**src/hw/sigma_tile_config.svh**
```systemverilog
// sigma tile configuration: address split, memory size, core id, reset default, irq count
`ifndef SIGMA_TILE_CONFIG_SVH
`define SIGMA_TILE_CONFIG_SVH

// host address bit that selects the register block over the data ram
`define SFR_BITSEL 20

// data ram depth in 32-bit words
`define MEM_WORDS 1024

// value returned by the core id register
`define CORENUM 0

// processor reset level after rst_n_i
`define CPU_RESET_DEFAULT 1'b0

// log2 of interrupt line count
`define IRQ_NUM_POW 4

// line driven by the period timer
`define TIMER_IRQ_LINE 1

`endif

```
**src/hw/sigma_tile_pkg.sv**
```systemverilog
// sigma tile shared types: bus widths, split request/response structs, slave select
`include "sigma_tile_config.svh"

package sigma_tile_pkg;

    typedef logic [31:0] addr_t;
    typedef logic [31:0] data_t;
    typedef logic [3:0]  be_t;

    typedef logic [(2**`IRQ_NUM_POW)-1:0] irq_vec_t;
    typedef logic [`IRQ_NUM_POW-1:0]      irq_code_t;

    // request side, held by the master until ack
    typedef struct packed {
        logic  we;
        addr_t addr;
        be_t   be;
        data_t wdata;
    } mem_req_t;

    // read response, one cycle pulse
    typedef struct packed {
        logic  resp;
        data_t rdata;
    } mem_resp_t;

    typedef enum logic {
        SEL_DMEM = 1'b0,
        SEL_SFR  = 1'b1
    } slave_sel_e;

endpackage

```
**src/hw/irq_adapter.sv**
```systemverilog
// interrupt adapter: latches line edges and software interrupts, presents lowest pending code
`timescale 1ns/1ps
`include "sigma_tile_config.svh"

module irq_adapter
    import sigma_tile_pkg::*;
(
    input  logic        clk_i
    , input  logic      rst_n_i
    , input  logic      cpu_reset_i

    , input  irq_vec_t  irq_lines_i
    , input  logic      timer_irq_i
    , input  logic      sgi_req_i
    , input  irq_code_t sgi_code_i

    , output logic      irq_req_o
    , output irq_code_t irq_code_o
    , input  logic      irq_ack_i
);

    irq_vec_t lines;
    irq_vec_t lines_q;
    irq_vec_t edges;
    irq_vec_t sgi_set;
    irq_vec_t ack_clr;
    irq_vec_t pending_q;

    // timer joins the external lines
    assign lines = irq_lines_i | (irq_vec_t'(timer_irq_i) << `TIMER_IRQ_LINE);
    assign edges = lines & ~lines_q;

    assign sgi_set = sgi_req_i ? (irq_vec_t'(1) << sgi_code_i) : '0;
    assign ack_clr = (irq_ack_i && irq_req_o) ? (irq_vec_t'(1) << irq_code_o) : '0;

    always_ff @(posedge clk_i or negedge rst_n_i)
    begin
        if (!rst_n_i)
        begin
            lines_q   <= '0;
            pending_q <= '0;
        end
        else
        begin
            lines_q <= lines;
            if (cpu_reset_i)
                pending_q <= '0;
            else
                pending_q <= (pending_q & ~ack_clr) | edges | sgi_set;
        end
    end

    // lowest line wins
    always_comb
    begin
        irq_code_o = '0;
        for (int i = (2**`IRQ_NUM_POW) - 1; i >= 0; i--)
        begin
            if (pending_q[i])
                irq_code_o = irq_code_t'(i);
        end
    end

    assign irq_req_o = |pending_q;

endmodule

```
**config.mk**
```make
export PLATFORM = sky130hd
export DESIGN_NAME = irq_adapter
export DESIGN_NICKNAME = d
export VERILOG_FILES = /design/src/hw/sigma_tile_pkg.sv /design/src/hw/irq_adapter.sv
export VERILOG_INCLUDE_DIRS = /design/src /design/src/hw
export SDC_FILE = /design/constraint.sdc
export NUM_CORES = 1
export LEC_CHECK = 0
export BUFFER_PORTS_ARGS = -buffer_cell sky130_fd_sc_hd__buf_2
export CORE_ASPECT_RATIO = 0.75
export CORE_UTILIZATION = 49
export CTS_CLUSTER_SIZE = 10
export DETAILED_ROUTE_END_ITERATION = 12
export PLACE_DENSITY = 0.81
export SLEW_MARGIN = 20
export SYNTH_ARGS = -nofsm -noshare
export SYNTH_HDL_FRONTEND = slang
export SYNTH_SLANG_ARGS = --single-unit
```
**constraint.sdc**
```tcl
create_clock -name clk_i -period 2.1 [get_ports clk_i]
set_clock_uncertainty 0.1 [all_clocks]
set_input_delay 0.63 -clock clk_i [delete_from_list [all_inputs] [get_ports clk_i]]
set_output_delay 0.63 -clock clk_i [all_outputs]
set_load 0.01 [all_outputs]
```
==> results.sh <==
export IMPL_outcome="complete, but fails checks"
export IMPL_violations="negative setup slack"
export IMPL_setup_viol=5
export IMPL_cts_tree="built"
export IMPL_die_y_um=52.87
export IMPL_drive_gt1_share_pct=43.57
export IMPL_synth_area_per_cell_um2=9.604
export IMPL_via_count=1580
export IMPL_synth_top_area_share_pct=47.37
export IMPL_grt_usage_pct=25.13
export IMPL_start_util_pct=51.41
export IMPL_internal_power_uw=1176
export IMPL_r2r_start="pending_q[11]"
export IMPL_hold_buffers=0
export IMPL_power_leakage_uw=0.001044
export IMPL_p_sw_share_pct=30.33
export IMPL_ys_warn_count=0
export IMPL_netlist_instances=176
export IMPL_synth_edf_count=0
export IMPL_antenna_cells=0
export IMPL_drc=0
export IMPL_hold_path_class="in -> async"
export IMPL_path_cells="nand2b_4, a221o_1, a211oi_2, or2_1, buf_2"
export IMPL_arrival_ns=1.66
export IMPL_stdcell_area_um2=2331
export IMPL_seq_power_share_pct=41.3
export IMPL_worstSetupEndpointType="output port"
export IMPL_critical_path_buf_inv_count=1
export IMPL_fmax_mhz=419.2
export IMPL_antenna_left=0
export IMPL_port_buffers=30
export IMPL_synth_seq_cells=32
export IMPL_rr_worst_depth=8
export IMPL_slew_headroom_pct=54.47
export IMPL_htree_levels=2
export IMPL_rsz0062_at_grt="true"
export IMPL_grt_ovfl_total=0
export IMPL_power_density_nw_per_um2=724.4
export IMPL_fin_crit_sh_pct=113.6
export IMPL_clk_pin_slew_ns=0.06
export IMPL_layout_cells_non_filler=281
export IMPL_final_nets=266
export IMPL_die_area_um2=3691
export IMPL_critical_path_top_delay_family="compound AO/OA/AOI/OAI gates"
export IMPL_cts_sinks=32
export IMPL_first_global_vias=1547
export IMPL_die_x_um=69.82
export IMPL_antenna_found_initial=0
export IMPL_synth_nets=202
export IMPL_place_area_um2=2022
export IMPL_worst_pin_slew_ns=0.6829
export IMPL_drv_cap=0
export IMPL_worstSkewPairLatency_ns=0.28
export IMPL_power_uw=1689
export IMPL_ys_flop_type="dfrtp_1"
export IMPL_yosysSeqAreaShare_pct=47.37
export IMPL_grt_pass1_wl_mm=6.962
export IMPL_grt_max_degree=33
export IMPL_drt_iter0_drc=103
export IMPL_required_ns=1.37
export IMPL_yosys_top_cells_count="32 x dfrtp_1, 23 x nor2_1, 19 x a21oi_1"
export IMPL_power_switching_uw=512.2
export IMPL_criticalPathCategory="reg -> out"
export IMPL_start_kind="flop"
export IMPL_ir_drop_mv=0.5162
export IMPL_drtPass1Iterations=4
export IMPL_async_flop_share_pct=100.0
export IMPL_ios=31
export IMPL_cpPeakStageDelay_ns=0.38
export IMPL_place_congestion=0.8888
export IMPL_yosysUniqueCellTypes=47
export IMPL_core_rowCount=18
export IMPL_synth_most_common_cell="dfrtp_1"
export IMPL_area_delta_synth_final_pct=37.90
export IMPL_cp_slowest_cell="dfrtp_1"
export IMPL_cts_buffers_inserted=5
export IMPL_finalCriticalPeriod_ns=2.386
export IMPL_synthTopCellsByArea="dfrtp_1 47%, a21oi_1 5.6%, nor2_1 5.1%"
export IMPL_synth_largest_area_cell="dfrtp_1"
export IMPL_hpwl_mm=3.202
export IMPL_worst_path_max_fanout=2
export IMPL_power_frac_clock_pct=27.9
export IMPL_clockBufferDepth=2
export IMPL_synth_area_um2=1690
export IMPL_wl_per_cell_um=15.81
export IMPL_core_area_um2=3288
export IMPL_place_inst=263
export IMPL_pwr_share_comb_pct=30.8
export IMPL_wl_mm=4.442
export IMPL_cts_root_buffer="clkbuf_8"
export IMPL_finalHoldViolCount=0
export IMPL_cp_num_cells=5
export IMPL_via_per_inst=5.623
export IMPL_drv_slew=0
export IMPL_finalWorstSetupSlack_ns=-0.2857
export IMPL_worstSetupStartpoint="pending_q[14]"
[stage by stage]
stage,utilization (%),hold WS [ns],setup TNS [ns],worst slack (ns)
finish,70.89,0.2843,-1.052,-0.2857
global route,70.89,0.3364,-1.465,-0.3229
CTS,67.16,0.2951,-1.137,-0.2842
detailed placement,61.49,0.4216,-0.02318,-0.02318
global placement,61.49,0.4135,0,0.02263
floorplan,-,0.2344,0,0.009994
[cells by family (layout without fill, tap and decap cells)]
logic type / count (synthesis) / count (layout) / share of synthesized area [%]
and+or+nand+nor: 71 / 71 / 23.32
AOI/OAI and AO/OA: 54 / 54 / 24.50
buffers and inverters: 19 / 84 / 4.811
DFF: 32 / 32 / 47.37
[flip-flops by register name, summed over array words and instances (netlist names)]
| name | count |
|---|---|
| pending_q | 16 |
| lines_q | 16 |
[area by class of cell]
type / count / area, um^2
flip-flops and latches: 32 / 807.0
well taps: 40 / 50.05
clock buffers: 8 / 90.09
multi-input cells: 125 / 939.7
repair buffers: 60 / 381.6
inverters: 16 / 62.56
fillers: 238 / 957.2
[power by group through the flow]
stage               registers (uW)  logic, uW  clock network [uW]
floorplan                      695        237                   0
global placement               695        401                   0
detailed placement             698        411                   0
CTS                            689        459                 482
global route                   701        558                 512
finish                         698        520                 471
[cell usage in the layout, fill, tap and decap left out, types with 3 or more instances in the layout]
cell type,instances
nand2_1,7
dfrtp_1,27
buf_4,30
a21oi_1,19
nor3_1,4
dfrtp_2,5
clkbuf_8,6
nor2_1,20
a211oi_1,4
o31ai_1,4
nor2_4,4
nor2b_1,10
buf_2,29
o21ai_1,3
inv_1,14
[final timing paths]
path / slack (ns) / end
max: -0.29 / irq_code_o[0]
min: 0.28 / lines_q[11]
max reg2reg: 0.03 / pending_q[12]
min reg2reg: 0.42 / pending_q[10]
max in group asynchronous: 1.13 / pending_q[7]
min in group clk_i: 0.36 / lines_q[9]
[what timing repair did]
action,in CTS,in global routing
pin swaps,4,5
setup endpoints to repair,5,13
setup buffers,6,5
gates resized for setup,12,20
[worst register-to-register path, delay by kind of cell, from the launching register on]
| family | cells | cell delay [ns] |
|---|---|---|
| simple gates | 1 | 0.12 |
| buf+inv | 4 | 0.49 |
| flops | 1 | 0.42 |
| compound gates | 3 | 0.81 |
[per-layer routing]
layer | routed length (um) | share of wire [%] | GRT usage [%] | vias up
li1 | - | - | - | 758
met4 | 82 | 1.8 | 8.000 | 0
met3 | 321 | 7.2 | 6.857 | 13
met2 | 2081 | 47 | 41.83 | 63
met5 | 0 | 0 | 0 | -
met1 | 1956 | 44 | 32.35 | 746
No activity file was read; power rests on OpenSTA's default activity.
