File: src/hw/sigma_tile_config.svh
// sigma tile configuration: address split, memory size, core id, reset default, irq count
`ifndef SIGMA_TILE_CONFIG_SVH
`define SIGMA_TILE_CONFIG_SVH

// host address bit that selects the register block over the data ram
`define SFR_BITSEL 20

// data ram depth in 32-bit words
`define MEM_WORDS 1024

// value returned by the core id register
`define CORENUM 0

// processor reset level after rst_n_i
`define CPU_RESET_DEFAULT 1'b0

// log2 of interrupt line count
`define IRQ_NUM_POW 4

// line driven by the period timer
`define TIMER_IRQ_LINE 1

`endif

File: src/hw/sigma_tile_pkg.sv
// sigma tile shared types: bus widths, split request/response structs, slave select
`include "sigma_tile_config.svh"

package sigma_tile_pkg;

    typedef logic [31:0] addr_t;
    typedef logic [31:0] data_t;
    typedef logic [3:0]  be_t;

    typedef logic [(2**`IRQ_NUM_POW)-1:0] irq_vec_t;
    typedef logic [`IRQ_NUM_POW-1:0]      irq_code_t;

    // request side, held by the master until ack
    typedef struct packed {
        logic  we;
        addr_t addr;
        be_t   be;
        data_t wdata;
    } mem_req_t;

    // read response, one cycle pulse
    typedef struct packed {
        logic  resp;
        data_t rdata;
    } mem_resp_t;

    typedef enum logic {
        SEL_DMEM = 1'b0,
        SEL_SFR  = 1'b1
    } slave_sel_e;

endpackage

File: src/hw/sfr_block.sv
// special-function registers: core id, processor reset, period timer, software interrupt
`timescale 1ns/1ps
`include "sigma_tile_config.svh"

module sfr_block
    import sigma_tile_pkg::*;
(
    input  logic        clk_i
    , input  logic      rst_n_i

    , input  logic      req_i
    , input  mem_req_t  req_bus_i
    , output logic      ack_o
    , output mem_resp_t resp_o

    , output logic      cpu_reset_o
    , output logic      timer_irq_o
    , output logic      sgi_req_o
    , output irq_code_t sgi_code_o
);

    localparam int OFF_W = `SFR_BITSEL;

    localparam logic [OFF_W-1:0] OFF_CORE_ID   = 'h00;
    localparam logic [OFF_W-1:0] OFF_CPU_RESET = 'h04;
    localparam logic [OFF_W-1:0] OFF_PERIOD    = 'h08;
    localparam logic [OFF_W-1:0] OFF_VALUE     = 'h0C;
    localparam logic [OFF_W-1:0] OFF_ENABLE    = 'h10;
    localparam logic [OFF_W-1:0] OFF_SGI       = 'h14;

    logic [OFF_W-1:0] offset;
    logic             wr;
    logic             rd;
    data_t            rdata_d;
    data_t            rdata_q;
    logic             resp_q;
    data_t            period_q;
    data_t            value_q;
    logic             enable_q;

    assign ack_o  = req_i;
    assign offset = req_bus_i.addr[OFF_W-1:0];
    assign wr     = req_i && req_bus_i.we;
    assign rd     = req_i && !req_bus_i.we;

    always_comb
    begin
        case (offset)
            OFF_CORE_ID:   rdata_d = data_t'(`CORENUM);
            OFF_CPU_RESET: rdata_d = data_t'(cpu_reset_o);
            OFF_PERIOD:    rdata_d = period_q;
            OFF_VALUE:     rdata_d = value_q;
            OFF_ENABLE:    rdata_d = data_t'(enable_q);
            default:       rdata_d = '0;
        endcase
    end

    always_ff @(posedge clk_i or negedge rst_n_i)
    begin
        if (!rst_n_i)
        begin
            resp_q      <= 1'b0;
            cpu_reset_o <= `CPU_RESET_DEFAULT;
            period_q    <= '0;
            value_q     <= '0;
            enable_q    <= 1'b0;
            timer_irq_o <= 1'b0;
            sgi_req_o   <= 1'b0;
        end
        else
        begin
            resp_q      <= rd;
            sgi_req_o   <= wr && (offset == OFF_SGI);
            timer_irq_o <= 1'b0;
            if (wr && (offset == OFF_CPU_RESET))
                cpu_reset_o <= req_bus_i.wdata[0];
            if (wr && (offset == OFF_PERIOD))
                period_q <= req_bus_i.wdata;
            if (wr && (offset == OFF_ENABLE))
                enable_q <= req_bus_i.wdata[0];
            // restart from zero when the count reaches the period
            if (enable_q)
            begin
                if (value_q == period_q)
                begin
                    value_q     <= '0;
                    timer_irq_o <= 1'b1;
                end
                else
                begin
                    value_q <= value_q + 1'b1;
                end
            end
        end
    end

    always_ff @(posedge clk_i)
    begin
        if (rd)
            rdata_q <= rdata_d;
        if (wr && (offset == OFF_SGI))
            sgi_code_o <= req_bus_i.wdata[`IRQ_NUM_POW-1:0];
    end

    assign resp_o.resp  = resp_q;
    assign resp_o.rdata = rdata_q;

endmodule

File: config.mk
export PLATFORM = sky130hd
export DESIGN_NAME = sfr_block
export DESIGN_NICKNAME = d
export VERILOG_FILES = /design/src/hw/sigma_tile_pkg.sv /design/src/hw/sfr_block.sv
export VERILOG_INCLUDE_DIRS = /design/src /design/src/hw
export SDC_FILE = /design/constraint.sdc
export NUM_CORES = 1
export LEC_CHECK = 0
export ABC_AREA = 1
export BUFFER_PORTS_ARGS = -buffer_cell sky130_fd_sc_hd__buf_2
export CAP_MARGIN = 10
export CORE_ASPECT_RATIO = 0.9
export CORE_MARGIN = 2
export CORE_UTILIZATION = 40
export DETAILED_ROUTE_END_ITERATION = 7
export PLACE_DENSITY = 0.64
export SYNTH_ARGS = -nofsm -noshare
export SYNTH_HDL_FRONTEND = slang
export SYNTH_SLANG_ARGS = --single-unit
File: constraint.sdc
create_clock -name clk_i -period 1.95 [get_ports clk_i]
set_input_delay 0.195 -clock clk_i [delete_from_list [all_inputs] [get_ports clk_i]]
set_output_delay 0.195 -clock clk_i [all_outputs]
set_load 0.1 [all_outputs]
==> summary.md, run 1 <==
| Metric | Value |
|---|---|
| Slowest cell on crit path | dfrtp_1 |
| Starting Density | 0.408 |
| Post-Syn Area per Cell | 7.85 µm² |
| Peak supply drop | 0.444 mV |
| WP data required | 2.22 ns |
| Worst-path clk slew | 0.07 ns |
| Critical R2R Capture | value_q[12]$_DFFE_PN0P_ |
| Arrival @ worst endpoint | 1.96 ns |
| Post-DP Area | 6410 µm² |
| Sequential area share after synthesis | 0.491 |
| Worst Setup EP | value_q[12]$_DFFE_PN0P_ |
| Syn nets | between 800 and 900 |
| # IOs | roughly 110 |
| Final Cycle Share | 0.868 |
| Cells after Synth | 728 |
| Core Area | 14000 µm² |
| Worst path max stage delay | 0.47 ns |
| Clk root buf | clkbuf_16 |
| Pleak | 0.00350 µW |
| Area grow syn2layout | 18.1% |
| Relative slew margins | 0.595 |
| Post-route design area | about 6800 µm² |
| Tmin final | about 1.7 ns |
| CP Class | register to register |
| Routed Antenna Nets | 0 |
| WL/cell | 12.8 µm |
| Inserted Diodes | 0 |
| Max layer used | met4 |
| Total Routing Usage GR | 0.190 |
| Final HPWL DP | 9.52 mm |
| Clock Sinks | 105 |
| Final Worst Setup Slack | about 0.26 ns |
| CTS tree | built |
| Final setup violation count | 0 |
| RePlAce Congestion | 0.886 |
| Nature of the critical path endpoint | register |
| Share of layout cells above drive strength 1 | 0.174 |
| Hold Violations, Final | 0 |
| Initial DRT Pass Iterations | 5 |
| PD cells | ~680 nW/µm² |
| Distinct cells, synth | 27 |
| Worst R2R Path Depth | 9 |
| Die W | 130 µm |
| Maxcap violations | 0 |
| Pin slew with the least headroom to its limit | between 0.6 and 0.7 ns |
| First-pass GRT wire length | approximately 22 mm |
| Vias in the first global route | 4530 |
| CP Launch Type | register |
| Synthesized area | 5720 µm² |
| Inst Count DP | 1008 |
| Hold_buf cts | 1 |
| Top achievable clock speed | 591 MHz |
| Rows | 41 |
| Met3 WL | 633 µm |
| Post-synthesis register bit count | approximately 110 |
| Total grt overflow | 0 |
| Max Fanout on Critical Path | 7 |
| Max H-tree Level | 3 |
| Fillers | 1398 |
| RSZ-0062 raised after global routing | no |
| Critical Path Source | value_q[0]$_DFFE_PN0P_ |
| CTS Buffer Depth | 2 |
| Vias/cell | 4.53 |
| Skew final | around 0.0099 ns |
| CTS Buf Count | 9 |
| Max-slew violations | 0 |
| Die Height | 117 µm |
| # Post-CTS Setup Buffers | 0 |
| Largest net degree at the start of global routing | 70 |
| Initial DRC count | about 320 |
| Status | completed |
| Final #Nets | 900 |
| Hold WC Path Type | input pin to register |
| Via count | 4641 |
| Wl on met1 | 6.58 mm |
| Post-cts repair resize count | 0 |
| CP Cell Sequence | ha_1 > nand2_1 > nor2_1 > nand3_1 > nor2_1 > xor2_1 > inv_1 > nand2_1 > inv_1 |
| Fin cells | around 1000 |
| DIE AREA | approximately 15000 µm² |
| Buffers added on ports | 96 |
| Yosys warning count | 0 |
| Final setup TNS | 0 ns |
| Initial antenna violation count | 0 |
| FF-to-FF Start | value_q[0]$_DFFE_PN0P_ |
| WL met2 | roughly 5.7 mm |
| Dpl ws | 0.276 ns |
| Worst skew pair latency | 0.36 ns |
| DR DRC count | 0 |
| Flop2flop setup slack | between 0.2 and 0.3 ns |
| Routed wire length | 13.1 mm |
-- layer usage --
metal,vias up,global-route usage
li1,2426,-
met1,2087,0.275
met2,108,0.280
met3,20,0.0379
met4,0,0.0699
met5,-,0
-- how the worst min path moves through the flow --
stage / startpoint / endpoint / slack, ns / depth (start not counted)
finish: req_bus_i[1] / sgi_code_o[1]$_DFFE_PP_ / 0.03 / 1
global route: req_bus_i[2] / sgi_code_o[2]$_DFFE_PP_ / 0.02 / 1
CTS: req_bus_i[1] / sgi_code_o[1]$_DFFE_PP_ / 0.01 / 1
detailed placement: rst_n_i / period_q[31]$_DFFE_PN0P_ / 0.26 / 2
global placement: rst_n_i / period_q[31]$_DFFE_PN0P_ / 0.25 / 2
floorplan: rst_n_i / cpu_reset_o$_DFFE_PN0P_ / -0.10 / 0
-- critical path, delay by kind of cell (launching register included) --
kind | cells | cell delay, ns
buffers and inverters | 2 | 0.08
XOR/XNOR | 1 | 0.15
flip-flops | 1 | 0.47
AND/OR/NAND/NOR | 5 | 0.68
adder cells (fa/ha/maj) | 1 | 0.22
-- report_power, final --
| group | switching, µW | leakage [µW] | internal [µW] | total [µW] |
|---|---|---|---|---|
| registers | 4.62 | 0.00131 | 2300 | 2300 |
| clock network | 850 | 0.000156 | 1140 | 1990 |
| logic | 254 | 0.00203 | 70.1 | 324 |
-- registers in the layout, indices dropped and copies added, names as in the netlist --
signal,count
period_q,32
rdata_q,32
value_q,32
sgi_code_o,4
cpu_reset_o,1
enable_q,1
resp_q,1
sgi_req_o,1
timer_irq_o,1
-- logic make-up after synthesis --
group,after synthesis,synth area share
and+or+nand+nor,326,0.246
buffers and inverters,191,0.138
DFF,105,0.491
AOI/OAI and AO/OA,68,0.0667
xor gates and xnor gates,37,0.0567
adders and majority gates,1,0.00219
-- stage by stage --
step | utilization | total power [µW] | hold slack, ns
2_1_floorplan | - | 2560 | -0.101
3_3_place_gp | 0.458 | 2670 | 0.254
3_5_place_dp | 0.458 | 2680 | 0.256
4_1_cts | 0.482 | 4680 | 0.0137
5_1_grt | 0.482 | 4770 | 0.0159
6_report | 0.482 | 4610 | 0.0256
-- cell usage after synthesis, drive strengths merged --
master	number	area, µm²
a21oi	1	5.00
and3	1	6.26
buf	21	150
dfrtp	69	1730
edfxtp	36	1080
ha	1	12.5
inv	170	638
nand2	205	777
nand3	32	170
nand4	13	96.3
nor2	70	313
nor3	5	41.3
o21ai	35	175
o21bai	1	7.51
o22ai	31	194
xnor2	19	166
xor2	18	158
-- final cells by class --
cell class | instances | area [µm²] | share of cell area
flip-flops and latches | 105 | 2810 | 0.416
well taps | 193 | 241 | 0.0358
multi-input cells | 432 | 2130 | 0.315
clock buffers | 9 | 225 | 0.0334
repair buffers | 109 | 606 | 0.0897
clock inverters | 7 | 103 | 0.0152
inverters | 170 | 638 | 0.0945
-- cells in the final DEF (no fill, tap or decap), drive strengths merged, types with 2 or more instances in the layout --
cell | Yosys | layout
nand2 | 205 | 205
inv | 170 | 171
buf | 21 | 108
nor2 | 70 | 70
dfrtp | 69 | 69
edfxtp | 36 | 36
o21ai | 35 | 35
nand3 | 32 | 32
o22ai | 31 | 31
xnor2 | 19 | 19
xor2 | 18 | 18
nand4 | 13 | 13
clkbuf | 0 | 9
nor3 | 5 | 5
clkinv | 0 | 3
bufinv | 0 | 2
Power figures use the tool's default switching activity.
==> run 2: changes to the inputs <==
- ABC_AREA: 1 -> default
- PLACE_DENSITY: 0.64 -> 0.65
==> summary.md, run 2 <==
| Metric | Value |
|---|---|
| Hold WC Path Type | input pin to register |
| Final setup violation count | 0 (unchanged) |
| Initial antenna violation count | 0 (unchanged) |
| Arrival @ worst endpoint | 2.10 ns (+0.14 ns) |
| Yosys top cell by area | dfrtp_1 |
| Worst skew pair latency | 0.34 ns (-0.02 ns) |
| Total Routing Usage GR | 0.173 (-0.0171) |
| EDFF count, synth | 36 (unchanged) |
| Fraction of the mapped netlist area in compound gates | 0.0119 (-0.0548) |
| Max-slew violations | 0 (unchanged) |
| CP Class | input pin to register |
| Die Height | 110 µm (-6.0%) |
| DIE AREA | 13500 µm² (-12%) |
| Yosys warning count | 0 (unchanged) |
| Share of layout cells above drive strength 1 | 0.354 (+0.179) |
| Final HPWL DP | 7.98 mm (-16%) |
| Total grt overflow | 0 (unchanged) |
| Fin cells | 703 (-31%) |
| Routed wire length | 11.4 mm (-13%) |
| PD cells | 720 nW/µm² (+5.4%) |
| Inst Count DP | 683 (-32%) |
| Clock Sinks | 105 (unchanged) |
| Core Area | 12200 µm² (-13%) |
| Tmin final | 1.87 ns (+0.173 ns) |
| Via count | 3512 (-24%) |
| Combinational share of power | 0.075 (+0.005) |
| Top achievable clock speed | 536 MHz (-9.3%) |
| Final Cycle Share | 0.957 (+0.0887) |
| Inserted Diodes | 0 (unchanged) |
| Max Fanout on Critical Path | 16 (+9) |
| # IOs | 113 (unchanged) |
| Post-synth top flop | dfrtp_1 |
| Synth Area in XOR/XNOR | 0.0975 (+0.0409) |
| Simple-Gate Fraction of Synth Area | 0.154 (-0.0920) |
| Skew final | 0.00757 ns (-0.00231 ns) |
| Pin slew with the least headroom to its limit | 0.503 ns (-0.104 ns) |
| Final #Nets | 611 (-32%) |
| CTS tree | built |
| Die W | 122 µm (-6.0%) |
| Maxcap violations | 0 (unchanged) |
| Synth area leaders | dfrtp_1 34%, edfxtp_1 21%, xor2_1 9.2% |
| Most frequent cells in the layout | 96 x buf_2, 66 x dfrtp_1, 62 x nor2_1 |
| Cells after Synth | 425 (-42%) |
| Top-count cell post-synth | dfrtp_1 |
| Max H-tree Level | 3 (unchanged) |
| Clk root buf | clkbuf_16 |
| Flop2flop setup slack | 0.10 ns (-0.16 ns) |
| Tot Pwr | 4520 µW (-2.0%) |
| Initial DRT Pass Iterations | 4 (-1) |
| Routed Antenna Nets | 0 (unchanged) |
| Starting Density | 0.413 (+0.00485) |
| Ys async rst share | 0.657 (unchanged) |
| Share of the synthesized area in the top cell type | 0.343 (+0.0414) |
| Post-Syn Area per Cell | 11.8 µm² (+51%) |
| Worst-path clk slew | 0.07 ns (about the same) |
| Initial DRC count | 269 (-17%) |
| Largest net degree at the start of global routing | 70 (unchanged) |
| WL/cell | 16.2 µm (+27%) |
| CTS Buffer Depth | 2 (unchanged) |
| DR DRC count | 0 (unchanged) |
| Post-synthesis register bit count | 105 (unchanged) |
| Buffers added on ports | 96 (unchanged) |
| Peak supply drop | 0.382 mV (-14%) |
| Distinct cells, synth | 36 (+33%) |
| Final setup TNS | 0 ns (unchanged) |
| Switching Fraction | 0.234 (-0.00595) |
| Relative slew margins | 0.667 (+0.0716) |
| RePlAce Congestion | 0.846 (-4.5%) |
| WP data required | 2.18 ns (-0.04 ns) |
| Vias in the first global route | 3464 (-24%) |
| Area grow syn2layout | 24.8% |
| Rows | 38 (-7.3%) |
| Syn nets | 498 (-38%) |
| Fraction of the mapped netlist area in adder cells | 0.00249 (+0.000300) |
| Power Internal | 3460 µW (-1.3%) |
| Sequential area share after synthesis | 0.558 (+0.0673) |
| Largest family of logic cells by synthesized area | simple AND/OR/NAND/NOR gates |
| Synthesized area | 5030 µm² (-12%) |
| Mux share of post-synthesis cell area | 0.144 (+0.144) |
| First-pass GRT wire length | 17.8 mm (-20%) |
| Vias/cell | 5.00 (+10%) |
| Part of the power in the clock network | 0.415 (-0.016) |
| Fillers | 1084 (-22%) |
| Hold Violations, Final | 0 (unchanged) |
| CP Launch Type | input pin |
| Util after Layout | 0.516 (+0.0336) |
| Post-synth top cells | 69 x dfrtp_1, 62 x nor2_1, 53 x xor2_1, 36 x edfxtp_1, 34 x mux2i_1 |
| Biggest registers after layout | period_q: 32 flops, rdata_q: 32 flops, value_q: 32 flops |
| CTS Buf Count | 9 (unchanged) |
| Sequential power share | 0.510 (+0.011) |
| Nature of the critical path endpoint | register |
| Status | completed |
| Commonest non-fill, non-tap cell in the layout | buf_2 |
| Pleak | 0.00307 µW (-12%) |
| Net Switching | 1060 µW (-4.5%) |
-- run 2: cell families after synthesis --
group                      count (synthesis)
and+or+nand+nor                          150
DFF                                      105
muxes                                     68
xor gates and xnor gates                  56
buffers and inverters                     35
AOI/OAI and AO/OA                         10
adders and majority gates                  1
-- run 2: worst paths after layout --
| check | endpoint | cells past startpoint | from |
|---|---|---|---|
| worst min register to register | cpu_reset_o$_DFFE_PN0P_ | 1 | cpu_reset_o$_DFFE_PN0P_ |
| min in group asynchronous | period_q[3]$_DFFE_PN0P_ | 3 | rst_n_i |
| max in group asynchronous | period_q[31]$_DFFE_PN0P_ | 3 | rst_n_i |
| worst max-delay path | period_q[10]$_DFFE_PN0P_ | 8 | req_bus_i[48] |
| worst min-delay path | sgi_code_o[2]$_DFFE_PP_ | 1 | req_bus_i[2] |
| worst max register to register | value_q[17]$_DFFE_PN0P_ | 6 | period_q[29]$_DFFE_PN0P_ |
-- run 2: per-stage QoR --
step                      cell area [µm²]  hold slack (ns)  setup slack [ns]
after floorplan                      5050           -0.101            -0.156
after global placement               5890            0.248            -0.245
after detailed placement             5890            0.253            -0.272
after CTS                            6210           0.0424            0.0157
after global routing                 6280           0.0456          -0.00493
final                                6280           0.0487            0.0848
-- run 2: cell type report --
type,count,area [µm²],share of cell area
Tap cell,160,200,0.0319
Inverter,4,15.0,0.00239
Clock buffer,11,254,0.0405
Sequential cell,105,2810,0.448
Clock inverter,5,60.1,0.00957
Timing Repair Buffer,133,828,0.132
Multi-Input combinational cell,285,2110,0.336
-- run 2: critical path, cell delays in order --
cell and delay, ns:
buf_2 0.10, nor4_2 0.25, nand2_1 0.11, or4_4 0.54, nor3b_4 0.18, buf_4 0.18, clkbuf_16 0.20, mux2_2 0.34
-- run 2: power groups by stage --
| stage | logic, µW | clock network (µW) | registers, µW |
|---|---|---|---|
| 6_report | 340 | 1870 | 2300 |
| 2_1_floorplan | 65.1 | 0 | 2500 |
| 3_3_place_gp | 339 | 0 | 2350 |
| 4_1_cts | 344 | 1910 | 2300 |
| 5_1_grt | 360 | 2000 | 2300 |
| 3_5_place_dp | 342 | 0 | 2350 |
-- run 2: per-layer routing --
| metal | GRT usage | share of wire | routed length, µm |
|---|---|---|---|
| met1 | 0.250 | 0.49 | 5570 |
| met3 | 0.0247 | 0.032 | 369 |
| met5 | 0 | 0 | 0 |
| met4 | 0.0731 | 0.016 | 180 |
| met2 | 0.260 | 0.46 | 5290 |
-- run 2: what timing repair did --
item                                    4_1_cts  5_1_grt
buffers inserted                              0        2
hold buffers                                  1        0
hold endpoints to repair                     69        0
gates resized for setup                       0        7
endpoints found under the setup margin        0       61
