File: src/hw/sigma_tile_config.svh
// sigma tile configuration: address split, memory size, core id, reset default, irq count
`ifndef SIGMA_TILE_CONFIG_SVH
`define SIGMA_TILE_CONFIG_SVH

// host address bit that selects the register block over the data ram
`define SFR_BITSEL 20

// data ram depth in 32-bit words
`define MEM_WORDS 1024

// value returned by the core id register
`define CORENUM 0

// processor reset level after rst_n_i
`define CPU_RESET_DEFAULT 1'b0

// log2 of interrupt line count
`define IRQ_NUM_POW 4

// line driven by the period timer
`define TIMER_IRQ_LINE 1

`endif

File: src/hw/sigma_tile_pkg.sv
// sigma tile shared types: bus widths, split request/response structs, slave select
`include "sigma_tile_config.svh"

package sigma_tile_pkg;

    typedef logic [31:0] addr_t;
    typedef logic [31:0] data_t;
    typedef logic [3:0]  be_t;

    typedef logic [(2**`IRQ_NUM_POW)-1:0] irq_vec_t;
    typedef logic [`IRQ_NUM_POW-1:0]      irq_code_t;

    // request side, held by the master until ack
    typedef struct packed {
        logic  we;
        addr_t addr;
        be_t   be;
        data_t wdata;
    } mem_req_t;

    // read response, one cycle pulse
    typedef struct packed {
        logic  resp;
        data_t rdata;
    } mem_resp_t;

    typedef enum logic {
        SEL_DMEM = 1'b0,
        SEL_SFR  = 1'b1
    } slave_sel_e;

endpackage

File: src/hw/bus_decoder.sv
// host bus decoder: routes requests to data ram or registers and steers read responses back
`timescale 1ns/1ps
`include "sigma_tile_config.svh"

module bus_decoder
    import sigma_tile_pkg::*;
(
    input  logic        clk_i
    , input  logic      rst_n_i

    , input  logic      host_req_i
    , input  mem_req_t  host_req_bus_i
    , output logic      host_ack_o
    , output mem_resp_t host_resp_o

    , output logic      dmem_req_o
    , output logic      sfr_req_o
    , output mem_req_t  slv_req_bus_o
    , input  logic      dmem_ack_i
    , input  logic      sfr_ack_i
    , input  mem_resp_t dmem_resp_i
    , input  mem_resp_t sfr_resp_i
);

    slave_sel_e sel;
    slave_sel_e rd_sel_q;
    logic       slv_ack;

    assign sel = host_req_bus_i.addr[`SFR_BITSEL] ? SEL_SFR : SEL_DMEM;

    assign dmem_req_o    = host_req_i && (sel == SEL_DMEM);
    assign sfr_req_o     = host_req_i && (sel == SEL_SFR);
    assign slv_req_bus_o = host_req_bus_i;

    assign slv_ack    = (sel == SEL_SFR) ? sfr_ack_i : dmem_ack_i;
    assign host_ack_o = host_req_i && slv_ack;

    // remember which slave took the read, its response follows next cycle
    always_ff @(posedge clk_i or negedge rst_n_i)
    begin
        if (!rst_n_i)
        begin
            rd_sel_q <= SEL_DMEM;
        end
        else if (host_req_i && slv_ack && !host_req_bus_i.we)
        begin
            rd_sel_q <= sel;
        end
    end

    assign host_resp_o = (rd_sel_q == SEL_SFR) ? sfr_resp_i : dmem_resp_i;

endmodule

File: config.mk
export PLATFORM = sky130hd
export DESIGN_NAME = bus_decoder
export DESIGN_NICKNAME = d
export VERILOG_FILES = /design/src/hw/sigma_tile_pkg.sv /design/src/hw/bus_decoder.sv
export VERILOG_INCLUDE_DIRS = /design/src /design/src/hw
export SDC_FILE = /design/constraint.sdc
export NUM_CORES = 1
export LEC_CHECK = 0
export ABC_AREA = 1
export BUFFER_PORTS_ARGS = -buffer_cell sky130_fd_sc_hd__buf_2
export CAP_MARGIN = 25
export CELL_PAD_IN_SITES_DETAIL_PLACEMENT = 1
export CELL_PAD_IN_SITES_GLOBAL_PLACEMENT = 1
export CORE_MARGIN = 2
export CORE_UTILIZATION = 14
export CTS_BUF_LIST = sky130_fd_sc_hd__clkbuf_8 sky130_fd_sc_hd__clkbuf_16
export DETAILED_ROUTE_END_ITERATION = 8
export PLACE_DENSITY_LB_ADDON = 0.1
export SYNTH_ARGS = -nofsm -noshare
export SYNTH_HDL_FRONTEND = slang
export SYNTH_SLANG_ARGS = --single-unit
export TNS_END_PERCENT = 100
File: constraint.sdc
create_clock -name clk_i -period 2.55 [get_ports clk_i]
set_input_delay 0.1275 -clock clk_i [delete_from_list [all_inputs] [get_ports clk_i]]
set_output_delay 0.1275 -clock clk_i [all_outputs]
set_load 0.1 [all_outputs]
==> results.md, run 1 <==
* Crit Path Max Fanout at 24
* Final worst-path setup slack at 0.9282 ns
* Fmax at 616.6 MHz
* HPWL after detailed placement at ~3.2 mm
* Initial Util at between 10 and 15%
* Post-Place Worst Slack at between 0.9 and 1 ns
* Final Hold Vio Count at 0
* Synth Register Bits at 1
* Top cell type's share of synthesized area at 45.15%
* Initial antenna violation count at 0
* FF-to-FF Start: rd_sel_q
* Crit Path Class: reg2out
* Max-Cap Viols at 0
* Final setup vio count at 0
* Total setup buffers inserted after CTS at 0
* Startpoint Class: register
* Crit. Startpoint: rd_sel_q
* Setup crit end kind: primary output
* Worst path arrival time at roughly 1.5 ns
* VDD IR max at approximately 0.00013 V
* Pin count of the biggest net entering global routing at 25
* Drt via density at 3.538
* Top reg by flops: rd_sel_q
* Worst path required time at 2.42 ns
* R2R Setup Slk at roughly 1.7 ns
* Area grow syn2layout at 10.80%
* Outcome: completed
* Fin Hold WS at between 0.2 and 0.3 ns
* Biggest regs: rd_sel_q: 1 flops
* Pwr/cell area at 781.4 mW/mm2
* Chip width at between 90 and 100 um
* IO buf count at 110
* Max reg flops at 1
* Critical path endpoint: host_resp_o[32]
* Ant. Diodes at 0
* IO Pins at around 250
* Worst-Skew Late Latency at 0 ns
* Worst Hold Class: in2out
* Leakage Power at 0.0007447 uW
* EDFF count, synth at 0
* Min Tclk post-route at 1.622 ns
* Synth Net Count at 260
* Number of global-route vias before repair at around 900
* Vias at 934
* Ys Warns at 0
* Remaining Overflow, GRT at 0
* Fraction of layout cells with a size suffix above 1 at between 90% and 100%
* Cells after DPL at between 200 and 300
* Fill cells at around 1000
* FF-to-FF End: rd_sel_q
* Max-slew headroom at about two thirds
* FF-to-FF path depth at 2
* Sequential area share after synthesis at between 2 and 2.5%
* Final setup TNS at 0 ns
* # nets final at about 300
* Drt first pass iters at 1
* Fin. max-slew vios at 0
* Post-synth ARST share at 100.0%
* GPL Wtd Cong at about 0.56
* Initial DRC count at 0
* # DRC at 0
* RSZ-0062 raised after global routing: false
* Slowest Stage Delay on Critical Path at 0.57 ns
* Layout Skew at 0 ns
* Row cnt at 33
* Unique masters post-synth at 10
* Synthesized cell area at 0.001147 mm2
* Mean routed wirelength per cell at 13.66 um
* Crit path cell chain: buf_12 > mux2_2 > buf_2
* Global Route Usage Sum at 6.206%
* Most used DFF post-synth: dfrtp_1
* CP max stage cell: dfrtp_2
* Synthesized area per cell at roughly 9.6 um2
* Core Region at 0.008093 mm2
* Antenna viol nets, final at 0
* WL final at roughly 3.6 mm
* Clock slew at reported path FFs at 0 ns
* Worst-Margin Slew at roughly 0.5 ns
* Post-synth top cells: buf_4, mux2_4, nand2_1
* Most numerous cell in the Yosys netlist: buf_4
* Post-Synthesis Cells at 120
* Area contributors post-synth: buf_4, mux2_4, buf_12
* Tcrit/Tclk final at between 60% and 70%
* Yosys top cell by area: buf_4
* Non-filler cells, final at between 200 and 300
* Die height at between 90 and 100 um
* Hold wc startpoint: host_req_bus_i[0]
* First-pass GRT wire length at between 4 and 5 mm
* Total die area at a little under 0.009 mm2
==> worst min path at each step <==
| stage | endpoint | slack, ns | cells after the start |
|---|---|---|---|
| 4_1_cts | slv_req_bus_o[10] | 0.26 | 0 |
| 6_report | slv_req_bus_o[0] | 0.26 | 0 |
| 5_1_grt | slv_req_bus_o[18] | 0.26 | 0 |
| 2_1_floorplan | rd_sel_q | -0.17 | 0 |
| 3_3_place_gp | rd_sel_q | -0.08 | 1 |
| 3_5_place_dp | rd_sel_q | -0.08 | 1 |
==> critical path: cells and delay by family (launching register included) <==
family                 cells  cell delay, ns
multiplexers               1            0.36
flip-flops                 1            0.57
buffers and inverters      2            0.55
==> area by class of cell <==
type | count | area [um2] | area share, %
Tap cell | 105 | 131.4 | 10.33
Timing Repair Buffer | 112 | 580.6 | 45.67
Multi-Input combinational cell | 42 | 518.0 | 40.75
Sequential cell | 1 | 26.28 | 2.067
Inverter | 4 | 15.01 | 1.181
==> where the power goes <==
| group | leakage, uW | internal (uW) | total, uW | switching, uW |
|---|---|---|---|---|
| registers | 0.0000113 | 19.6 | 38.4 | 18.8 |
| clock network | 0 | 0 | 0 | 0 |
| logic | 0.000733 | 236 | 955 | 719 |
| total | 0.000745 | 256 | 993 | 737 |
==> routing by layer <==
| metal | global-route usage, % | up-vias | wire length, um |
|---|---|---|---|
| met2 | 10.95 | 128 | 1567 |
| met3 | 4.070 | 18 | 801 |
| met5 | 0 | - | 0 |
| li1 | - | 399 | - |
| met4 | 2.536 | 0 | 122 |
| met1 | 5.627 | 389 | 1116 |
==> placed cells by master, fill, tap and decap left out <==
cell	count
buf_12	1
buf_2	110
dfrtp_2	1
dlygate4sd3_1	1
inv_1	4
mux2_2	4
mux2_4	29
nand2_1	5
nand3_1	3
nor2_1	1
==> through the flow <==
| step | power, uW | cell area, um2 | util (%) |
|---|---|---|---|
| after floorplan | 1399 | 1147 | - |
| after global placement | 999.5 | 1261 | 15.58 |
| after detailed placement | 1001 | 1261 | 15.58 |
| after CTS | 1003 | 1271 | 15.71 |
| after global routing | 1025 | 1271 | 15.71 |
| final | 993.3 | 1271 | 15.71 |
==> cells by family (layout without fill, tap and decap cells) <==
kind of cell	count (synthesis)	in the layout	share of synthesized area, %
flip-flops	1	1	2.181
multiplexers	33	33	41.88
AND/OR/NAND/NOR	9	9	3.271
buffers and inverters	77	116	52.67
==> what timing repair did <==
item | 4_1_cts | 5_1_grt
resized for setup | 0 | 0
hold buffers | 1 | 0
endpoints found under the hold margin | 1 | 0
(Power assumes the default switching activity.)
==> run 2: changes to the inputs <==
--- a/config.mk
+++ b/config.mk
@@ -12,7 +12,7 @@
 export CELL_PAD_IN_SITES_DETAIL_PLACEMENT = 1
 export CELL_PAD_IN_SITES_GLOBAL_PLACEMENT = 1
 export CORE_MARGIN = 2
-export CORE_UTILIZATION = 14
+export CORE_UTILIZATION = 12
 export CTS_BUF_LIST = sky130_fd_sc_hd__clkbuf_8 sky130_fd_sc_hd__clkbuf_16
 export DETAILED_ROUTE_END_ITERATION = 8
 export PLACE_DENSITY_LB_ADDON = 0.1
==> constraint.sdc (replaced) <==
create_clock -name clk_i -period 1.4 [get_ports clk_i]
set_input_delay 0.07 -clock clk_i [delete_from_list [all_inputs] [get_ports clk_i]]
set_output_delay 0.07 -clock clk_i [all_outputs]
set_load 0.1 [all_outputs]
==> run 2 against run 1 <==
- critical path depth unchanged
- combinational power up 150%
- routed wire length up 15%
- sequential power up 32%
- final cell count up 9.8%
- sequential share of layout area down 0.63 points
- hold slack worse by 0.12 ns
- register-to-register slack worse by 1.0 ns
- clock skew unchanged
- critical path type unchanged
- critical endpoint is now host_resp_o[23]
- largest cell class unchanged
- largest power group unchanged
==> results.md, run 2 (same netlist as run 1, synthesis figures left out) <==
* Outcome: completed (unchanged)
* Max reg flops at 1 (unchanged)
* Worst path required time at 1.33 ns (was 2.42 ns)
* First-pass GRT wire length at 5.464 mm (was 4.478 mm)
* Max-slew headroom at 67.67% (was 67.23%)
* Most frequent cells in the layout: buf_2, buf_12, mux2_4 (was buf_2, mux2_4, nand2_1)
* Crit. Startpoint: rd_sel_q (unchanged)
* Post-Place Worst Slack at 0.1775 ns (was 0.9110 ns)
* Fin Hold WS at 0.1400 ns (was 0.2550 ns)
* Number of global-route vias before repair at 892 (was 903)
* Mean routed wirelength per cell at 14.33 um (was 13.66 um)
* Critical path endpoint: host_resp_o[23] (was host_resp_o[32])
* Max-Cap Viols at 0 (unchanged)
* R2R Setup Slk at 0.71 ns (was 1.72 ns)
* Final Hold Vio Count at 0 (unchanged)
* Top reg by flops: rd_sel_q (unchanged)
* Ant. Diodes at 0 (unchanged)
* Pin count of the biggest net entering global routing at 16 (was 25)
* Chip width at 101.8 um (was 94.53 um)
* Area grow syn2layout at 59.21% (was 10.80%)
* VDD IR max at 0.0003426 V (was 0.0001302 V)
* Family with the most delay on the worst path: flip-flops (unchanged)
* Drt first pass iters at 4 (was 1)
* Global Route Usage Sum at 6.678% (was 6.206%)
* FF-to-FF Start: rd_sel_q (unchanged)
* Initial antenna violation count at 0 (unchanged)
* Leakage Power at 0.0009389 uW (was 0.0007447 uW)
* HPWL after detailed placement at 3.864 mm (was 3.206 mm)
* IO buf count at 110 (unchanged)
* Total die area at 0.01036 mm2 (was 0.008936 mm2)
* Worst path arrival time at 1.14 ns (was 1.49 ns)
* Total setup buffers inserted after CTS at 0 (unchanged)
* Worst Hold Path Cells at 0 (unchanged)
* # nets final at 303 (was 301)
* Worst Hold Class: in2out (unchanged)
* Pwr/cell area at 1308 mW/mm2 (was 781.4 mW/mm2)
* Initial Util at 12.42% (was 14.18%)
* CP max stage cell: dfrtp_2 (unchanged)
* Biggest regs: rd_sel_q: 1 flops (unchanged)
* RSZ-0062 raised after global routing: false (unchanged)
* Final setup TNS at 0 ns (unchanged)
* Final setup vio count at 0 (unchanged)
* IO Pins at 245 (unchanged)
* GPL Wtd Cong at 0.6344 (was 0.5628)
* Crit Path Class: reg2out (unchanged)
* Slowest Stage Delay on Critical Path at 0.43 ns (was 0.57 ns)
* # DRC at 0 (unchanged)
* Drt via density at 3.155 (was 3.538)
* Most frequent CP cell: buf_12
* Min Tclk post-route at ~1.2 ns
* Fmax at just over 800 MHz
* Fill cells at 1069 (was 991)
* WL final at 4.157 mm (was 3.607 mm)
* FF-to-FF End: rd_sel_q (unchanged)
* Crit path cell chain: buf_12 > mux2_4 > buf_12 (was buf_12 > mux2_2 > buf_2)
* Tcrit/Tclk final at a little under nine tenths
* Row cnt at 35 (was 33)
* Commonest non-fill, non-tap cell in the layout: buf_2 (unchanged)
* Setup crit end kind: primary output (unchanged)
* Layout Skew at 0 ns (unchanged)
* Startpoint Class: register (unchanged)
* Crit Path Max Fanout at 15 (was 24)
* Fin. max-slew vios at 0 (unchanged)
* FF-to-FF path depth at 2 (unchanged)
* Initial DRC count at 15 (was 0)
* Final worst-path setup slack at 0.1940 ns (was 0.9282 ns)
* Worst-Margin Slew at 0.4883 ns (was 0.4950 ns)
* Antenna viol nets, final at 0 (unchanged)
* Worst path depth at 3 (unchanged)
* Fraction of layout cells with a size suffix above 1 at 91.93% (was 91.19%)
* Vias at 915 (was 934)
* Remaining Overflow, GRT at 0 (unchanged)
* Clock slew at reported path FFs at 0 ns (about the same)
* CP bufs+invs at 2 (unchanged)
* Core Region at 0.009240 mm2 (was 0.008093 mm2)
* Worst-Skew Late Latency at 0 ns (about the same)
* Die height at 101.8 um (was 94.53 um)
## run 2: cell count changes in the layout (fill, tap and decap cells not counted)
cell and change:
nor2_1 -1, buf_12 +34, nor2_2 +1, buf_4 +1, buf_2 -33
## run 2: power by group
group | total, uW | switching (uW) | leakage [uW] | internal (uW)
Combinational | 2340 | 1430 | 0.000928 | 909
Sequential | 50.7 | 14.4 | 0.0000113 | 36.2
Clock | 0 | 0 | 0 | 0
## run 2: metrics by stage
| stage | power (uW) | instance area, um2 | std cells | utilization, % |
|---|---|---|---|---|
| 4_1_cts | 2412 | 1827 | 290 | 19.77 |
| 2_1_floorplan | 2549 | 1150 | 120 | - |
| 3_3_place_gp | 2411 | 1817 | 289 | 19.66 |
| 5_1_grt | 2454 | 1827 | 290 | 19.77 |
| 6_report | 2389 | 1827 | 290 | 19.77 |
| 3_5_place_dp | 2408 | 1817 | 289 | 19.66 |
## run 2: repair_timing
item,in CTS,in global routing
resized for setup,0,0
hold buffers,1,0
endpoints found under the hold margin,1,0
## run 2: metal layers
metal / vias up / track usage (%) / wire length, um
met5: - / 0 / 0
met3: 22 / 3.934 / 819
met1: 391 / 8.072 / 1505
li1: 401 / - / -
met2: 101 / 10.27 / 1756
met4: 0 / 1.351 / 76
## run 2: worst min-delay path by stage
stage                  startpoint                 to  slack (ns)
4_1_cts        host_req_bus_i[17]  slv_req_bus_o[17]        0.14
5_1_grt         host_req_bus_i[0]   slv_req_bus_o[0]        0.14
3_5_place_dp              rst_n_i           rd_sel_q       -0.15
3_3_place_gp              rst_n_i           rd_sel_q       -0.15
2_1_floorplan             rst_n_i           rd_sel_q       -0.23
6_report       host_req_bus_i[12]  slv_req_bus_o[12]        0.14
## run 2: cell type report
cell class | instances | area (um2) | area share (%)
repair buffers | 114 | 1104 | 60.41
well taps | 129 | 161.4 | 8.836
multi-input cells | 42 | 520.5 | 28.49
flip-flops and latches | 1 | 26.28 | 1.438
inverters | 4 | 15.01 | 0.8219
## run 2: worst reg2reg max path: stages (launching register included)
cell     delay, ns
dfrtp_2       0.44
nand2_1       0.09
nand2_1       0.04
==> run 3: changes to the inputs <==
==> constraint.sdc (replaced) <==
create_clock -name clk_i -period 1.4 [get_ports clk_i]
set_input_delay 0.07 -clock clk_i [delete_from_list [all_inputs] [get_ports clk_i]]
set_output_delay 0.07 -clock clk_i [all_outputs]
set_load 0.005 [all_outputs]
==> run 3 against run 2 <==
- global-route usage fell by 0.68 points
- sequential power fell by 8.5%
- via count rose by 1.3%
- largest cell class unchanged
==> results.md, run 3 (same netlist as run 1, synthesis figures left out) <==
* Fin. max-slew vios at 0 (unchanged)
* First-pass GRT wire length at 4.912 mm (was 5.464 mm)
* Global Route Usage Sum at 5.995% (was 6.678%)
* Leakage Power at 0.0007587 uW (was 0.0009389 uW)
* Setup crit end kind: primary output (unchanged)
* GPL Wtd Cong at 0.5897 (was 0.6344)
* CTS resizes at 0 (unchanged)
* RSZ-0062 raised after global routing: false (unchanged)
* Final Hold Vio Count at 0 (unchanged)
* Top reg by flops: rd_sel_q (unchanged)
* Hold path endpoint: slv_req_bus_o[15] (was slv_req_bus_o[12])
* Number of global-route vias before repair at 867 (was 892)
* Worst Hold Path Cells at 0 (unchanged)
* Startpoint Class: register (unchanged)
* Most frequent cells in the layout: buf_2, mux2_4, nand2_1 (was buf_2, buf_12, mux2_4)
* Crit Path Class: reg2out (unchanged)
* Min Tclk post-route at 1.144 ns (was 1.206 ns)
* Fraction of layout cells with a size suffix above 1 at 91.30% (was 91.93%)
* Drt first pass iters at 2 (was 4)
* Total setup buffers inserted after CTS at 0 (unchanged)
* FF-to-FF Start: rd_sel_q (unchanged)
* Final setup vio count at 0 (unchanged)
* Worst path required time at 1.33 ns (about the same)
* # DRC at 0 (unchanged)
* Psw at 254.4 uW (was 1444 uW)
* Row cnt at 35 (unchanged)
* Max reg flops at 1 (unchanged)
* CP bufs+invs at 2 (unchanged)
* Initial DRC count at 4 (was 15)
* Slowest Stage Delay on Critical Path at 0.40 ns (was 0.43 ns)
* Initial antenna violation count at 0 (unchanged)
* Die height at 101.8 um (unchanged)
* Ant. Diodes at 0 (unchanged)
* Initial Util at 12.42% (unchanged)
* Clock slew at reported path FFs at 0 ns (about the same)
* Total die area at 0.01036 mm2 (unchanged)
* Worst Hold Class: in2out (unchanged)
* Post-Place Worst Slack at 0.2521 ns (was 0.1775 ns)
* HPWL after detailed placement at 3.538 mm (was 3.864 mm)
* Sw frac at 34.12% (was 60.43%)
* Int Pwr at 491.3 uW (was 945.5 uW)
* Remaining Overflow, GRT at 0 (unchanged)
* Tcrit/Tclk final at 81.68% (was 86.14%)
* Outcome: completed (unchanged)
* Vias at 927 (was 915)
* Chip width at 101.8 um (unchanged)
* Reg power frac at 6.2% (was 2.1%)
* Fmax at 874.5 MHz (was 829.2 MHz)
* Pin count of the biggest net entering global routing at 19 (was 16)
* Antenna viol nets, final at 0 (unchanged)
* WL final at 3.883 mm (was 4.157 mm)
* Area grow syn2layout at 15.81% (was 59.21%)
* Max-Cap Viols at 0 (unchanged)
* FF-to-FF End: rd_sel_q (unchanged)
* Worst-Margin Slew at 0.1393 ns (was 0.4883 ns)
* # nets final at 303 (unchanged)
* Clock Power Share at 0% (about the same)
* FF-to-FF path depth at 3 (was 2)
* Core Region at 0.009240 mm2 (unchanged)
* Cells after DPL at 289 (unchanged)
* Non-filler cells, final at 290 (unchanged)
* Family with the most delay on the worst path: flip-flops (unchanged)
* CP max stage cell: dfrtp_2 (unchanged)
* Commonest non-fill, non-tap cell in the layout: buf_2 (unchanged)
* Max-slew headroom at 90.71% (was 67.67%)
* Biggest regs: rd_sel_q: 1 flops (unchanged)
* Layout Skew at 0 ns (unchanged)
* PnR Total Power at 745.7 uW (was 2389 uW)
* IO Pins at 245 (unchanged)
* Pwr/cell area at 561.2 mW/mm2 (was 1308 mW/mm2)
* Final worst-path setup slack at 0.2565 ns (was 0.1940 ns)
* VDD IR max at 0.0001443 V (was 0.0003426 V)
* Drt via density at 3.197 (was 3.155)
* Worst path arrival time at 1.07 ns (was 1.14 ns)
* Final setup TNS at 0 ns (unchanged)
* Mean routed wirelength per cell at 13.39 um (was 14.33 um)
* Crit path cell chain: buf_12 > mux2_2 > buf_2 (was buf_12 > mux2_4 > buf_12)
* Combinational Power Share at 93.8% (was 97.9%)
* R2R Setup Slk at 0.57 ns (was 0.71 ns)
* IO buf count at 110 (unchanged)
* Worst-Skew Late Latency at 0 ns (about the same)
* Crit Path Max Fanout at 18 (was 15)
* Hold wc startpoint: host_req_bus_i[15] (was host_req_bus_i[12])
-- run 3: cell counts in the layout (fill, tap and decap cells not counted) --
No cell type changed its count.
-- run 3: repair_timing --
item                                    4_1_cts  5_1_grt
hold buffers                                  1        0
endpoints found under the setup margin        0        0
endpoints found under the hold margin         1        0
-- run 3: worst reg2reg max path, delay by kind of cell (launching register included) --
kind | cells | cell delay (ns)
DFF | 1 | 0.42
and+or+nand+nor | 2 | 0.11
buffers and inverters | 1 | 0.18
-- run 3: final cells by class --
type                    instances  area [um2]
well taps                     129       161.4
inverters                       4       15.01
fillers                      1125        7911
flip-flops and latches          1       26.28
repair buffers                114       608.1
multi-input cells              42       518.0
-- run 3: power by group through the flow --
| stage | combinational (uW) | sequential (uW) | clock [uW] |
|---|---|---|---|
| CTS | 720 | 46.6 | 0 |
| global placement | 724 | 46.6 | 0 |
| global route | 762 | 47.5 | 0 |
| detailed placement | 717 | 46.5 | 0 |
| floorplan | 625 | 37.2 | 0 |
| finish | 699 | 46.4 | 0 |
-- run 3: metrics by stage --
stage	instance area [um2]	utilization (%)	hold slack [ns]
floorplan	1147	-	-0.2256
global placement	1319	14.27	-0.1514
detailed placement	1319	14.27	-0.1487
CTS	1329	14.38	0.1400
global route	1329	14.38	0.1400
finish	1329	14.38	0.1400
-- run 3: routing by layer --
layer | GRT usage [%] | vias to the layer above | share of wire, %
met1 | 5.233 | 382 | 29
met5 | 0 | - | 0
li1 | - | 402 | -
met2 | 11.13 | 113 | 47
met3 | 3.865 | 30 | 21
met4 | 1.871 | 0 | 2.8
-- run 3: worst max path at each step --
stage,startpoint,endpoint,slack [ns],depth (start not counted)
final,rd_sel_q,host_resp_o[32],0.26,3
after global routing,rd_sel_q,host_resp_o[32],0.22,3
after detailed placement,rd_sel_q,host_resp_o[32],0.25,3
after global placement,rd_sel_q,host_resp_o[30],0.25,3
after floorplan,rd_sel_q,host_resp_o[10],0.40,3
after CTS,rd_sel_q,host_resp_o[32],0.25,3
